$ cat config.mk
export PLATFORM = sky130hd
export DESIGN_NAME = fill_readout_top
export DESIGN_NICKNAME = d
export VERILOG_FILES = /design/src/fill_readout_pkg.sv /design/src/fill_burst_if.sv /design/src/fill_header_check.sv /design/src/fill_burst_serializer.sv /design/src/fill_readout_ctrl.sv /design/src/fill_readout_top.sv
export SDC_FILE = /design/constraint.sdc
export NUM_CORES = 1
export LEC_CHECK = 0
export BUFFER_PORTS_ARGS = -buffer_cell sky130_fd_sc_hd__buf_2
export CAP_MARGIN = 10
export CELL_PAD_IN_SITES_DETAIL_PLACEMENT = 1
export CELL_PAD_IN_SITES_GLOBAL_PLACEMENT = 1
export CORE_MARGIN = 2
export CORE_UTILIZATION = 41
export DETAILED_ROUTE_END_ITERATION = 6
export PLACE_DENSITY = 0.8
export SLEW_MARGIN = 20
export SYNTH_ARGS = -nofsm -noshare
export SYNTH_HDL_FRONTEND = slang
export SYNTH_SLANG_ARGS = --single-unit
$ cat constraint.sdc
create_clock -name clk -period 7.58 [get_ports clk]
set_input_delay 0.758 -clock clk [delete_from_list [all_inputs] [get_ports clk]]
set_output_delay 0.758 -clock clk [all_outputs]
set_load 0.01 [all_outputs]
$ cat src/fill_readout_pkg.sv
/*
 Widths, header field positions and the sequencer state type for fill readout
 The header carries the start burst address in bits 57:35 and the number of
 ADC data bursts in bits 84:64
 The data burst count leaves out the header burst and the checksum burst
*/
package fill_readout_pkg;

	////////////////////
	// Data path widths
	localparam int word_w = 32;
	localparam int burst_w = 128;
	localparam int addr_w = 23;
	localparam int count_w = 21;

	// One DDR3 burst goes out as four transmit words
	localparam int words_per_burst = burst_w / word_w;
	localparam int word_idx_w = $clog2(words_per_burst);

	////////////////////
	// Header fields
	localparam int hdr_addr_lsb = 35;
	localparam int hdr_addr_msb = 57;
	localparam int hdr_count_lsb = 64;
	localparam int hdr_count_msb = 84;

	// Header burst and checksum burst ride along with the ADC data
	localparam int extra_bursts = 2;

	typedef logic [burst_w-1:0] burst_t;
	typedef logic [word_w-1:0] word_t;

	// Sequencer states
	typedef enum logic [3:0] {
		IDLE,
		CHK_FIFO,
		ERROR,
		GET_FIFO_HDR,
		GET_MEM_HDR,
		COMPARE_HDR,
		ECHO_CSN_WAIT,
		ECHO_CSN,
		ECHO_CC_WAIT,
		ECHO_CC,
		GET_BURST,
		XMIT_BURST,
		DONE
	} fill_state_t;

endpackage

$ cat src/fill_burst_if.sv
/*
 Burst hand-over between the fill sequencer and the word serializer
 Only one burst is in flight; the sequencer waits for burst_done before it
 asks the DDR3 for the next one
 abort follows run_sm low and drops an unfinished burst
*/
`timescale 1ns/1ns

interface fill_burst_if;

	// Burst register, written by the sequencer
	fill_readout_pkg::burst_t burst;

	// One-cycle pulse that launches the serializer
	logic start;

	// High while the burst being sent is the checksum burst
	logic last_burst;

	// One-cycle pulse after the fourth word has gone out
	logic burst_done;

	// Transmit ready with the synchronized pause folded in
	logic tready_ok;

	// Run command gone, clear the serializer
	logic abort;

	modport ctrl (
		output burst, start, last_burst, tready_ok, abort,
		input burst_done
	);

	modport ser (
		input burst, start, last_burst, tready_ok, abort,
		output burst_done
	);

endinterface

$ cat src/fill_header_check.sv
/*
 Holds the header taken from the header FIFO and checks it against the
 memory copy of the header
 fifo_data must be valid in the hdr_load cycle (first-word fall-through)
 header_match is valid the cycle after compare and cleared by hdr_load
*/
`timescale 1ns/1ns

module fill_header_check (
	input  logic clk,
	input  logic rst_n,

	// FIFO side
	input  logic hdr_load,
	input  fill_readout_pkg::burst_t fifo_data,

	// Memory side
	input  logic compare,
	input  fill_readout_pkg::burst_t mem_burst,

	// Held header and result
	output fill_readout_pkg::burst_t hdr_fields,
	output logic header_match
);

	////////////////////
	// Header register

	// Loaded once per fill
	// the sequencer reads address and count fields from here
	always_ff @(posedge clk) begin
		if (hdr_load) begin
			hdr_fields <= fifo_data;
		end
	end

	////////////////////
	// Comparator

	// Full 128-bit compare, registered so the wide XOR tree
	// stays out of the sequencer next-state path
	always_ff @(posedge clk or negedge rst_n) begin
		if (!rst_n) begin
			header_match <= 1'b0;
		end else if (hdr_load) begin
			// Stale result from an earlier fill must not leak through
			header_match <= 1'b0;
		end else if (compare) begin
			header_match <= (mem_burst == hdr_fields);
		end
	end

endmodule

$ cat src/fill_burst_serializer.sv
/*
 Sends one 128-bit burst as four 32-bit words, low word first
 Each word waits for tready_ok, then tx_tvalid is high for exactly one cycle
 A burst takes at least eight cycles from start to burst_done and stretches
 without limit under back-pressure
 tx_tlast comes with the fourth word only when last_burst is high
*/
`timescale 1ns/1ns

module fill_burst_serializer (
	input  logic clk,
	input  logic rst_n,

	fill_burst_if.ser bif,

	output logic tx_tvalid,
	output logic tx_tlast,
	output fill_readout_pkg::word_t tx_data,
	output logic send_fill_data
);

	// Burst in progress
	logic busy;

	// Low in the wait phase, high in the one-cycle valid phase
	logic valid_phase;

	// Which 32-bit slice of the burst is on tx_data
	logic [fill_readout_pkg::word_idx_w-1:0] word_idx;

	logic last_word;

	assign last_word = (word_idx ==
		fill_readout_pkg::word_idx_w'(fill_readout_pkg::words_per_burst - 1));

	////////////////////
	// Word sequencing

	always_ff @(posedge clk or negedge rst_n) begin
		if (!rst_n) begin
			busy <= 1'b0;
			valid_phase <= 1'b0;
			word_idx <= '0;
			bif.burst_done <= 1'b0;
		end else begin
			bif.burst_done <= 1'b0;
			if (bif.abort) begin
				// Run command dropped mid-burst
				busy <= 1'b0;
				valid_phase <= 1'b0;
			end else if (bif.start) begin
				busy <= 1'b1;
				valid_phase <= 1'b0;
				word_idx <= '0;
			end else if (busy) begin
				if (valid_phase) begin
					// Word accepted, back to waiting
					valid_phase <= 1'b0;
					if (last_word) begin
						busy <= 1'b0;
						bif.burst_done <= 1'b1;
					end else begin
						word_idx <= word_idx + 1'b1;
					end
				end else if (bif.tready_ok) begin
					valid_phase <= 1'b1;
				end
			end
		end
	end

	////////////////////
	// Transmit port

	// valid_phase is only ever set while busy
	assign tx_tvalid = valid_phase;
	assign tx_tlast = valid_phase & last_word & bif.last_burst;

	// Word stays put through its wait and valid phases
	assign tx_data = bif.burst[word_idx * fill_readout_pkg::word_w +: fill_readout_pkg::word_w];

	// Outer mux takes our data from start until burst_done
	assign send_fill_data = bif.start | busy;

endmodule

$ cat src/fill_readout_ctrl.sv
/*
 Fill readout sequencer: header FIFO check, memory header fetch and compare,
 CSN and CC echo strobes, then one DDR3 burst at a time to the serializer
 run_sm is level-held; dropping it returns the sequencer to IDLE
 After sm_done the sequencer stays in IDLE until run_sm goes low
 ddr3_burst_data must be stable once ddr3_burst_rdy is raised
*/
`timescale 1ns/1ns

module fill_readout_ctrl (
	input  logic clk,
	input  logic rst_n,
	input  logic run_sm,
	input  logic tx_tready,
	input  logic readout_pause,
	input  logic fifo_empty,
	input  logic ddr3_burst_rdy,
	input  fill_readout_pkg::burst_t ddr3_burst_data,
	input  fill_readout_pkg::burst_t hdr_fields,
	input  logic header_match,
	output logic hdr_load,
	output logic compare,
	output logic fifo_rd_en,
	output logic [fill_readout_pkg::addr_w-1:0] ddr3_rd_burst_addr,
	output logic ddr3_rd_one_burst,
	output logic sm_running,
	output logic sm_done,
	output logic echo_tvalid,
	output logic echo_tlast,
	output logic send_csn,
	output logic send_cmd,
	output logic send_inv_cmd,
	fill_burst_if.ctrl bif
);

	fill_readout_pkg::fill_state_t state;
	fill_readout_pkg::fill_state_t next_state;

	logic rdy_sync1;
	logic rdy_sync2;
	logic pause_sync1;
	logic pause_sync2;

	// Set by either error path, picks the inverted CC
	logic error_found;

	// Keeps the sequencer in IDLE after a finished fill
	logic done_hold;

	// Bursts still to be sent
	logic [fill_readout_pkg::count_w-1:0] burst_count;

	////////////////////
	// Synchronizers
	always_ff @(posedge clk or negedge rst_n) begin
		if (!rst_n) begin
			rdy_sync1 <= 1'b0;
			rdy_sync2 <= 1'b0;
			pause_sync1 <= 1'b0;
			pause_sync2 <= 1'b0;
		end else begin
			rdy_sync1 <= ddr3_burst_rdy;
			rdy_sync2 <= rdy_sync1;
			pause_sync1 <= readout_pause;
			pause_sync2 <= pause_sync1;
		end
	end

	assign bif.tready_ok = tx_tready & ~pause_sync2;
	assign bif.abort = ~run_sm;
	assign bif.last_burst = (burst_count == '0);

	////////////////////
	// Next state
	always_comb begin
		next_state = state;
		case (state)
			fill_readout_pkg::IDLE:
				if (!done_hold) next_state = fill_readout_pkg::CHK_FIFO;
			fill_readout_pkg::CHK_FIFO:
				// Nothing to read out is an error
				next_state = fifo_empty ? fill_readout_pkg::ERROR : fill_readout_pkg::GET_FIFO_HDR;
			fill_readout_pkg::ERROR:
				next_state = fill_readout_pkg::ECHO_CSN_WAIT;
			fill_readout_pkg::GET_FIFO_HDR:
				next_state = fill_readout_pkg::GET_MEM_HDR;
			fill_readout_pkg::GET_MEM_HDR:
				if (rdy_sync2) next_state = fill_readout_pkg::COMPARE_HDR;
			fill_readout_pkg::COMPARE_HDR:
				// First cycle issues compare, second reads the result
				if (!compare) begin
					next_state = header_match ? fill_readout_pkg::ECHO_CSN_WAIT
						: fill_readout_pkg::ERROR;
				end
			fill_readout_pkg::ECHO_CSN_WAIT:
				if (bif.tready_ok) next_state = fill_readout_pkg::ECHO_CSN;
			fill_readout_pkg::ECHO_CSN:
				next_state = fill_readout_pkg::ECHO_CC_WAIT;
			fill_readout_pkg::ECHO_CC_WAIT:
				if (bif.tready_ok) next_state = fill_readout_pkg::ECHO_CC;
			fill_readout_pkg::ECHO_CC:
				// Header burst is already held, so go straight to sending it
				next_state = error_found ? fill_readout_pkg::DONE : fill_readout_pkg::XMIT_BURST;
			fill_readout_pkg::GET_BURST:
				if (rdy_sync2) next_state = fill_readout_pkg::XMIT_BURST;
			fill_readout_pkg::XMIT_BURST:
				if (bif.burst_done) begin
					next_state = bif.last_burst ? fill_readout_pkg::DONE
						: fill_readout_pkg::GET_BURST;
				end
			default:
				next_state = fill_readout_pkg::IDLE;
		endcase
		// Run command gone overrides everything
		if (!run_sm) next_state = fill_readout_pkg::IDLE;
	end

	////////////////////
	// State and registered outputs, decoded from next_state
	always_ff @(posedge clk or negedge rst_n) begin
		if (!rst_n) begin
			state <= fill_readout_pkg::IDLE;
			sm_running <= 1'b0;
			sm_done <= 1'b0;
			hdr_load <= 1'b0;
			fifo_rd_en <= 1'b0;
			compare <= 1'b0;
			ddr3_rd_one_burst <= 1'b0;
			send_csn <= 1'b0;
			send_cmd <= 1'b0;
			send_inv_cmd <= 1'b0;
			echo_tvalid <= 1'b0;
			echo_tlast <= 1'b0;
			bif.start <= 1'b0;
		end else begin
			state <= next_state;
			sm_running <= (next_state != fill_readout_pkg::IDLE);
			sm_done <= (next_state == fill_readout_pkg::DONE);
			// Latch the header and pop it in the same cycle
			hdr_load <= (next_state == fill_readout_pkg::GET_FIFO_HDR);
			fifo_rd_en <= (next_state == fill_readout_pkg::GET_FIFO_HDR);
			compare <= (next_state == fill_readout_pkg::COMPARE_HDR) &&
				(state != fill_readout_pkg::COMPARE_HDR);
			// Header request waits one cycle for the address load
			ddr3_rd_one_burst <= ((next_state == fill_readout_pkg::GET_MEM_HDR) &&
				(state == fill_readout_pkg::GET_MEM_HDR)) ||
				(next_state == fill_readout_pkg::GET_BURST);
			send_csn <= (next_state == fill_readout_pkg::ECHO_CSN_WAIT) ||
				(next_state == fill_readout_pkg::ECHO_CSN);
			send_cmd <= !error_found && ((next_state == fill_readout_pkg::ECHO_CC_WAIT) ||
				(next_state == fill_readout_pkg::ECHO_CC));
			send_inv_cmd <= error_found && ((next_state == fill_readout_pkg::ECHO_CC_WAIT) ||
				(next_state == fill_readout_pkg::ECHO_CC));
			echo_tvalid <= (next_state == fill_readout_pkg::ECHO_CSN) ||
				(next_state == fill_readout_pkg::ECHO_CC);
			// An error reply ends with the CC word
			echo_tlast <= error_found && (next_state == fill_readout_pkg::ECHO_CC);
			bif.start <= (next_state == fill_readout_pkg::XMIT_BURST) &&
				(state != fill_readout_pkg::XMIT_BURST);
		end
	end

	////////////////////
	// Error and done flags
	always_ff @(posedge clk or negedge rst_n) begin
		if (!rst_n) begin
			error_found <= 1'b0;
			done_hold <= 1'b0;
		end else begin
			if (state == fill_readout_pkg::IDLE) error_found <= 1'b0;
			else if (state == fill_readout_pkg::ERROR) error_found <= 1'b1;
			if (!run_sm) done_hold <= 1'b0;
			else if (state == fill_readout_pkg::DONE) done_hold <= 1'b1;
		end
	end

	////////////////////
	// Address and burst counters
	always_ff @(posedge clk or negedge rst_n) begin
		if (!rst_n) begin
			ddr3_rd_burst_addr <= '0;
			burst_count <= '0;
		end else if (state == fill_readout_pkg::GET_MEM_HDR) begin
			// hdr_fields is steady here, reloading each cycle is harmless
			ddr3_rd_burst_addr <= hdr_fields[fill_readout_pkg::hdr_addr_msb:
				fill_readout_pkg::hdr_addr_lsb];
			burst_count <= hdr_fields[fill_readout_pkg::hdr_count_msb:
				fill_readout_pkg::hdr_count_lsb] +
				fill_readout_pkg::count_w'(fill_readout_pkg::extra_bursts);
		end else if (bif.start) begin
			// Count what is left after the burst now going out
			ddr3_rd_burst_addr <= ddr3_rd_burst_addr + 1'b1;
			burst_count <= burst_count - 1'b1;
		end
	end

	// Capture the burst as soon as the synchronized ready shows up
	always_ff @(posedge clk) begin
		if (rdy_sync2 && ((state == fill_readout_pkg::GET_MEM_HDR) ||
				(state == fill_readout_pkg::GET_BURST))) begin
			bif.burst <= ddr3_burst_data;
		end
	end

endmodule

$ cat src/fill_readout_top.sv
/*
 Fill readout top level with plain ports
 CSN and CC values come from the outer multiplexer, steered by the
 send_* strobes; tx_data only carries fill words
 Echo words and fill words never overlap, so their valid and last are ORed
*/
`timescale 1ns/1ns

module fill_readout_top (
	input  logic clk,
	input  logic rst_n,
	input  logic run_sm,
	input  logic tx_tready,
	input  logic readout_pause,
	input  logic fifo_empty,
	input  fill_readout_pkg::burst_t fifo_data,
	input  logic ddr3_burst_rdy,
	input  fill_readout_pkg::burst_t ddr3_burst_data,
	output logic sm_running,
	output logic sm_done,
	output logic tx_tvalid,
	output logic tx_tlast,
	output fill_readout_pkg::word_t tx_data,
	output logic send_csn,
	output logic send_cmd,
	output logic send_inv_cmd,
	output logic send_fill_data,
	output logic fifo_rd_en,
	output logic [fill_readout_pkg::addr_w-1:0] ddr3_rd_burst_addr,
	output logic ddr3_rd_one_burst
);

	fill_burst_if bif ();

	// Header check hand-shake
	logic hdr_load;
	logic compare;
	logic header_match;
	fill_readout_pkg::burst_t hdr_fields;

	// Two transmit sources
	logic echo_tvalid;
	logic echo_tlast;
	logic ser_tvalid;
	logic ser_tlast;

	fill_readout_ctrl i_ctrl (
		.clk(clk),
		.rst_n(rst_n),
		.run_sm(run_sm),
		.tx_tready(tx_tready),
		.readout_pause(readout_pause),
		.fifo_empty(fifo_empty),
		.ddr3_burst_rdy(ddr3_burst_rdy),
		.ddr3_burst_data(ddr3_burst_data),
		.hdr_fields(hdr_fields),
		.header_match(header_match),
		.hdr_load(hdr_load),
		.compare(compare),
		.fifo_rd_en(fifo_rd_en),
		.ddr3_rd_burst_addr(ddr3_rd_burst_addr),
		.ddr3_rd_one_burst(ddr3_rd_one_burst),
		.sm_running(sm_running),
		.sm_done(sm_done),
		.echo_tvalid(echo_tvalid),
		.echo_tlast(echo_tlast),
		.send_csn(send_csn),
		.send_cmd(send_cmd),
		.send_inv_cmd(send_inv_cmd),
		.bif(bif.ctrl)
	);

	// Memory side of the compare is the sequencer's burst register
	fill_header_check i_hdr_check (
		.clk(clk),
		.rst_n(rst_n),
		.hdr_load(hdr_load),
		.fifo_data(fifo_data),
		.compare(compare),
		.mem_burst(bif.burst),
		.hdr_fields(hdr_fields),
		.header_match(header_match)
	);

	fill_burst_serializer i_ser (
		.clk(clk),
		.rst_n(rst_n),
		.bif(bif.ser),
		.tx_tvalid(ser_tvalid),
		.tx_tlast(ser_tlast),
		.tx_data(tx_data),
		.send_fill_data(send_fill_data)
	);

	assign tx_tvalid = echo_tvalid | ser_tvalid;
	assign tx_tlast = echo_tlast | ser_tlast;

endmodule

# Word-level counts from Yosys, hierarchy flattened
# Cells that the tools add are included.
# Widths: inputs -> output; s select.
[totals]
input_bits = 263
ff_bits = 327
[op_classes]
shift = 1
muxes = 42
n_eq_ne = 29
n_addsub = 4
n_reduce_logical = 22
bitwise = 7
[op_table]
columns = ["op", "count"]
rows = [
  ["$eq 128x128->1", 1],
  ["$shiftx 128x8->32", 1],
  ["$pmux 4 s12", 1],
  ["$mux 23", 2],
  ["$mux 21", 2],
  ["$eq 4x4->1 const B", 10],
  ["$eq 4x3->1 const B", 8],
  ["$mux 4", 8],
  ["$add 23x1->23 const B", 1],
  ["$mux 1", 22],
  ["$add 21x2->21 const B", 1],
  ["$logic_not 21->1", 1],
  ["$sub 21x1->21 const B", 1],
  ["$eq 4x2->1 const B", 3],
  ["$reduce_bool 2->1", 5],
  ["$mux 3", 3],
  ["$mux 2", 4],
  ["$logic_and 1x1->1", 7],
  ["$logic_or 1x1->1", 5],
  ["$eq 4x1->1 const B", 1],
  ["$logic_not 4->1", 1],
  ["$ne 4x3->1 const B", 1],
  ["$ne 4x4->1 const B", 1],
  ["$reduce_and 4->1", 1],
  ["10 further kinds", 14],
]

# Logic depth before layout (Yosys ltp)
# Gate-level depths: netlist (run 1).
[logic_depth]
word_depth = 8
ltp_mapped = 8
depth_no_buf = 8

# Cells and area by module
# Synthesis (run 1) repeated with hierarchy kept, for this count alone.
[hier_totals]
hier_cells = 902
area_unflattened_um2 = 13909.6
[by_module_without_submodules]
columns = ["module", "area_per_inst_um2", "cells_per_inst", "instances"]
rows = [
  ["fill_readout_ctrl", 7567.3, 537, 1],
  ["fill_header_check", 5272.6, 302, 1],
  ["fill_burst_serializer", 1057.3, 61, 1],
  ["fill_readout_top", 12.5, 2, 1],
]

# Worst setup path before layout (run 1)
# Ideal clock, no wire load.
[synth_path]
path_type = "register to register"
startpoint = "register i_ctrl.state[2]"
endpoint = "register i_ctrl.bif.burst[0], enable pin"
stages_incl_launch_ff = 5
required_ps = 6963
path_slack_ps = 668
path_buffers = 1
t_arrival_ps = 6295
path_cell_list = "dfrtp_1 > buf_2 > nor2b_1 > mux2i_1 > nor2_1"
[synth_via]
elab_chain_len = 3
elab_cells_between_ends = 4
classes_between = "2 x eq/ne; 2 x reduce/logical"
[synth_rtl]
columns = ["element", "line", "source"]
rows = [
  ["from (decl)", "fill_readout_ctrl.sv:36", "fill_readout_pkg::fill_state_t state;"],
  ["from (signal assigned)", "fill_readout_ctrl.sv:122", "state <= fill_readout_pkg::IDLE;"],
  ["from (signal assigned)", "fill_readout_ctrl.sv:136", "state <= next_state;"],
  ["$eq 4x3->1 or $eq 4x4->1 (tied branches)", "fill_readout_ctrl.sv:199, fill_readout_ctrl.sv:200", ""],
  ["$logic_or 1x1->1 (*)", "fill_readout_ctrl.sv:199", "if (rdy_sync2 && ((state == fill_readout_pkg::GET_MEM_HDR) ||"],
  ["$logic_and 1x1->1 (*)", "fill_readout_ctrl.sv:199", ""],
  ["to (signal assigned)", "fill_readout_ctrl.sv:201", "bif.burst <= ddr3_burst_data;"],
  ["to (decl)", "fill_burst_if.sv:30", "output burst, start, last_burst, tready_ok, abort,"],
]
# Every way passes the cells marked *; elsewhere a longest branch is shown, timed or not.
# A chain may end at the register's enable or synchronous reset.

# Worst setup path in the final report (run 1)
[layout_path]
startpoint = "register i_ctrl.state[3]"
endpoint = "register i_ctrl.bif.burst[41], enable pin"
# Same word-level chain as after synthesis.

==> impl_metrics.py, run 1 <==
metrics = {
    "route": {
        "vias": 9962,
        "drc": 0,
        "ant_nets": 0,
        "first_pass_iters": 5,
        "vias_per_cell": 5.53,
        "drt_iter0_drc": 957,
        "routedWlPerCell_um": 26.7,
        "drt_wl_total_um": 48100,
    },
    "power": {
        "switching_power_uw": 1500,
        "ir_drop_mv": 0.215,
        "p_comb_frac": 0.161,
        "p_per_area_mw_per_mm2": 296,
        "leakagePower_uw": 0.00669,
        "clockPowerShare": 0.337,
        "power_frac_seq": 0.501,
        "p_int_uw": 3640,
        "swShare": 0.292,
    },
    "clock_network": {
        "cts.clk_slew.worst_paths_ns": 0.06,
        "htreeDepth": 2,
        "cts_buffers": 36,
        "ctsRootBufferMaster": "clkbuf_16",
        "cts_tree": "built",
        "clockBufferDepth": 3,
        "post_cts_resized": 0,
        "clk_latency_ns": 0.54,
        "cts_setup_buffers": 0,
        "cts_sinks": 327,
        "holdBufCountCts": 0,
    },
    "setup_path": {
        "crit_path_start_kind": "register",
        "crit_fanout": 60,
        "r2r_start": "i_ctrl.state[3]",
        "endpoint": "i_ctrl.bif.burst[41]",
        "cp.required_ns": 7.74,
        "setup.worst_path.class": "reg2reg",
        "ff2ff_setup_slack_ns": 3.81,
        "cp-end-kind": "register",
        "rr_endpoint": "i_ctrl.bif.burst[41]",
        "r2r_cells": 5,
        "worstPathArrival_ns": 3.93,
        "crit_start": "i_ctrl.state[3]",
    },
    "finish": {
        "area.growth.synth_to_final_pct": 24.1,
        "final_cell_mix": "buf_2, edfxtp_1, dfrtp_1, inv_1, xnor2_1",
        "drive_gt1_frac": 0.326,
        "fin_util": 0.517,
        "fin_nets": 1586,
        "n_fill_cell": 3451,
        "final_common_cell": "buf_2",
        "stdcell_area_sq_mm": 0.0174,
    },
    "placement": {
        "place.gp.congestion": 0.902,
        "io_buffers": 327,
        "dpl_cell_area_sq_mm": 0.0162,
        "dp_hpwl_um": 37200,
    },
    "yosys": {
        "synth.avg_cell_area_sq_um": 14.5,
        "ys_types": 65,
        "synth_top_cell_area_share": 0.549,
        "async_flop_share": 0.217,
        "synth_area_leaders": "edfxtp_1, dfrtp_1, mux4_2",
        "synth-seq-area-share": 0.675,
        "synth_area_leader_cell": "edfxtp_1",
        "synth_top_flop_cell": "edfxtp_1",
        "synth-edff-count": 256,
        "netlist_area_sq_mm": 0.0140,
        "ys_ff_latch": 327,
        "ys.warnings.count": 0,
        "synth.net_count": 1235,
        "syn_inst": 967,
    },
    "floorplanning": {
        "die_w_um": 189,
        "die_area_sq_mm": 0.0357,
        "fp-row-count": 67,
        "initial_utilization": 0.417,
        "die_h_um": 189,
        "ioPinCount": 328,
        "core_sq_mm": 0.0336,
    },
    "timing": {
        "rsz0062_at_grt": "false",
        "finalMaxSlewViolations": 0,
        "setup_viol": 0,
        "finalCritPeriodShare": 0.497,
        "finClkSkew_ns": 0.0271,
        "holdWs_ns": 0.338,
        "slew_headroom": 0.264,
        "min_period_ns": 3.77,
        "final_hold_viol_count": 0,
        "setup-tns-final_ns": 0,
        "worst_pin_slew_ns": 1.09,
        "max_freq_mhz": 265,
    },
    "run_status": {
        "status": "finished clean",
    },
    "global_routing": {
        "grt_use_total": 0.271,
        "antenna_found_initial": 10,
        "grt-ovfl-total": 0,
        "grt_pass1_wl_um": 69500,
        "grt_start_max_net_pins": 72,
        "grt_pass1_vias": 10700,
    },
    "worst_hold_path": {
        "worstHoldPathType": "in2reg",
    },
    "job": {
        "cap_violations": 0,
    },
}
==> cell families after synthesis <==
kind of cell	after synthesis	synth area share
AO/OA/AOI/OAI	130	0.0642
XOR/XNOR	119	0.0744
adder cells (fa/ha/maj)	5	0.00447
buffers and inverters	89	0.0240
flip-flops	327	0.675
multiplexers	38	0.0557
AND/OR/NAND/NOR	259	0.102
==> how the worst min path moves through the flow <==
stage / start / depth (start not counted) / to / slack (ns)
after floorplan: i_ctrl.pause_sync1 / 0 / i_ctrl.pause_sync2 / 0.33
after global placement: i_ctrl.pause_sync1 / 0 / i_ctrl.pause_sync2 / 0.33
after detailed placement: i_ctrl.pause_sync1 / 0 / i_ctrl.pause_sync2 / 0.34
after CTS: ddr3_burst_rdy / 1 / i_ctrl.rdy_sync1 / 0.32
after global routing: ddr3_burst_rdy / 1 / i_ctrl.rdy_sync1 / 0.32
final: ddr3_burst_rdy / 1 / i_ctrl.rdy_sync1 / 0.34
==> power groups by stage <==
stage	combinational (uW)	sequential (uW)	clock, uW
floorplan	449	2570	0
global placement	797	2590	0
detailed placement	825	2610	0
CTS	833	2580	1760
global route	912	2610	1820
finish	828	2580	1730
==> cell usage after synthesis (all sizes together), types with 4 or more instances <==
cell,n
nor3,19
nand4,28
dfrtp,71
xnor2,62
o2bb2ai,6
or4,4
nand2,58
clkbuf,17
a22oi,4
a22o,5
and3,11
a21oi,12
o22ai,19
inv,65
edfxtp,256
mux2i,6
nor4,23
o2111ai,4
and4,5
a2111o,7
buf,7
xor2,57
a2111oi,7
ha,5
mux4,32
o21ai,41
nand2b,17
nor2,30
nand3,19
nor2b,34
==> critical path, stage by stage (launching register included) <==
cell and delay, ns:
dfrtp_1 0.58, nor2b_1 0.43, mux2i_1 0.23, nor2_4 0.66, buf_4 0.62, buf_4 0.75
==> metrics by stage <==
step	power, uW	std cells	setup WS [ns]
4_1_cts	5160	1793	3.80
6_report	5140	1802	3.81
5_1_grt	5340	1800	3.43
3_3_place_gp	3380	1728	4.05
3_5_place_dp	3430	1728	3.85
2_1_floorplan	3020	967	0.668
==> area by class of cell <==
type	instances	area, sq um	area share
antenna	9	22.5	0.00130
clock buffer	50	995	0.0572
clock inverter	15	151	0.00871
inverter	65	244	0.0140
multi-input combinational	551	4230	0.243
sequential	327	9470	0.545
tap	448	561	0.0322
timing repair buffer	337	1710	0.0985
==> flip-flops by register name (all words and copies together) (netlist names), 2 cells and up <==
register                   count
i_ser.word_idx                 2
i_ctrl.ddr3_rd_burst_addr     23
i_ctrl.bif.burst             128
i_hdr_check.hdr_fields       128
i_ctrl.burst_count            21
i_ctrl.state                   4
==> routing by layer <==
layer	wire length [um]	vias up	part of all wire	GRT usage
met4	2300	4	0.048	0.123
met1	17800	4971	0.37	0.322
met5	25	-	0.00052	0
li1	-	4357	-	-
met3	3480	135	0.072	0.0551
met2	24400	495	0.51	0.477
Note: power is estimated with default switching activity, not from simulation.
==> run 2: changes to the inputs <==
Clock period 7.58 ns to 3.5 ns, I/O delays scaled along.
==> impl_metrics.py, run 2 (synthesized netlist as in run 1, its figures left out) <==
metrics = {
    "run_status": {
        "status": "finished clean",
    },
    "route": {
        "routedWlPerCell_um": 29.3,
        "vias_per_cell": 5.72,
        "vias": 11400,
        "first_pass_iters": 5,
        "drt_wl_total_um": 58600,
        "drc": 0,
        "ant_nets": 0,
        "drt_iter0_drc": 1200,
    },
    "clock_network": {
        "cts_setup_buffers": 0,
        "ctsRootBufferMaster": "clkbuf_16",
        "cts_tree": "built",
        "cts_sinks": 327,
        "post_cts_resized": 0,
        "clockBufferDepth": 3,
        "htreeDepth": 2,
        "cts_buffers": 36,
        "holdBufCountCts": 189,
        "clk_latency_ns": 0.56,
        "cts.clk_slew.worst_paths_ns": 0.07,
    },
    "power": {
        "leakagePower_uw": 0.00755,
        "p_per_area_mw_per_mm2": 599,
        "ir_drop_mv": 0.586,
    },
    "finish": {
        "fin_nets": 1789,
        "n_fill_cell": 3331,
        "multi_input_area_sq_mm": 0.00422,
        "final_cell_mix": "buf_2, edfxtp_1, dlygate4sd3_1, dfrtp_1, inv_1",
        "top_regs": "i_ctrl.bif.burst (128), i_hdr_check.hdr_fields (128), i_ctrl.ddr3_rd_burst_addr (23)",
        "area.growth.synth_to_final_pct": 38.7,
        "drive_gt1_frac": 0.286,
        "final_common_cell": "buf_2",
        "seq_area_sq_mm": 0.00947,
    },
    "worst_hold_path": {
        "worstHoldPathType": "in2reg",
        "worstHoldEndpoint": "i_hdr_check.hdr_fields[18]",
        "hp-start": "fifo_data[18]",
        "min_path_cells": 1,
    },
    "timing": {
        "setup_viol": 0,
        "finClkSkew_ns": 0.0338,
        "final_hold_viol_count": 0,
        "finalCritPeriodShare": 0.831,
        "worst_pin_slew_ns": 1.07,
        "max_freq_mhz": 344,
        "min_period_ns": 2.91,
        "slew_headroom": 0.279,
        "setup-tns-final_ns": 0,
        "finalMaxSlewViolations": 0,
        "rsz0062_at_grt": "false",
        "holdWs_ns": 0.00859,
    },
    "setup_path": {
        "crit_chain": "or4_4 -> or4b_4 -> o31ai_1 -> buf_2",
        "cp-end-kind": "output port",
        "ff2ff_setup_slack_ns": 0.95,
        "crit_path_start_kind": "register",
        "crit_fanout": 4,
        "r2r_start": "i_hdr_check.hdr_fields[74]",
        "worstPathArrival_ns": 2.56,
        "rr_endpoint": "i_hdr_check.header_match",
        "r2r_cells": 6,
        "critPathSlowestCell": "or4_4",
        "critPathMaxStageDelay_ns": 0.57,
        "cp.required_ns": 3.15,
        "setup.worst_path.class": "reg2out",
    },
    "floorplanning": {
        "die_area_sq_mm": 0.0357,
        "fp-row-count": 67,
        "initial_utilization": 0.417,
        "die_w_um": 189,
        "ioPinCount": 328,
        "core_sq_mm": 0.0336,
        "die_h_um": 189,
    },
    "placement": {
        "io_buffers": 327,
        "dp_hpwl_um": 37600,
        "place.gp.congestion": 0.904,
    },
    "global_routing": {
        "use_met1": 0.371,
        "grt_pass1_vias": 12400,
        "grt_use_total": 0.328,
        "grt_start_max_net_pins": 131,
        "grt-ovfl-total": 0,
        "grt_pass1_wl_um": 84000,
        "grt_use_met3": 0.0758,
        "grtUsageMet2": 0.563,
        "top_usage_layer": "met2",
        "antenna_found_initial": 4,
    },
    "job": {
        "cap_violations": 0,
    },
}
run 2: cell types whose count changed in the layout (fill, tap and decap cells not counted), sizes merged:
| cell | previous run | this run |
|---|---|---|
| buf | 337 | 342 |
| clkbuf | 50 | 45 |
| clkinv | 10 | 14 |
| clkinvlp | 0 | 1 |
| diode | 9 | 5 |
| dlygate4sd3 | 0 | 198 |
| inv | 67 | 65 |
run 2: worst max path at each step:
stage | startpoint | endpoint | slack [ns]
5_1_grt | i_ctrl.burst_count[3] | tx_tlast | 0.53
3_5_place_dp | i_ctrl.state[3] | i_ctrl.bif.burst[22] | 1.0
3_3_place_gp | i_ctrl.state[3] | i_ctrl.bif.burst[54] | 1.11
4_1_cts | i_ctrl.burst_count[3] | tx_tlast | 0.58
6_report | i_ctrl.burst_count[3] | tx_tlast | 0.59
2_1_floorplan | i_ctrl.state[2] | i_ctrl.bif.burst[0] | 0.16
run 2: layer usage:
metal  vias up  part of all wire
met2       776              0.50
met3       229             0.084
met5         -           0.00022
met4         2             0.070
li1       4746                 -
met1      5680              0.35
run 2: power breakdown:
part / switching, uW / internal, uW
clock: 1700 / 2220
combinational: 1230 / 913
sequential: 666 / 4910
run 2: stage by stage:
step / cells / setup WS, ns / cell area, sq um / power (uW) / utilization
after CTS: 1985 / 0.579 / 19300 / 11400 / 0.575
after global routing: 1998 / 0.530 / 19400 / 12000 / 0.578
after floorplan: 967 / 0.156 / 14000 / 6500 / -
after detailed placement: 1733 / 0.996 / 16300 / 7480 / 0.484
after global placement: 1733 / 1.11 / 16300 / 7360 / 0.484
final: 1999 / 0.590 / 19400 / 11600 / 0.578
run 2: cell type report:
class	instances	area share
Timing Repair Buffer	540	0.194
Clock inverter	18	0.00869
Sequential cell	327	0.487
Inverter	65	0.0126
Antenna cell	5	0.000644
Clock buffer	45	0.0508
Multi-Input combinational cell	551	0.217
Tap cell	448	0.0288
run 2: worst max-delay path: cells and delay by family (launching register included):
| family | cells | cell delay [ns] |
|---|---|---|
| buffers and inverters | 1 | 0.19 |
| and+or+nand+nor | 2 | 1.12 |
| AOI/OAI and AO/OA | 1 | 0.30 |
| DFF | 1 | 0.42 |
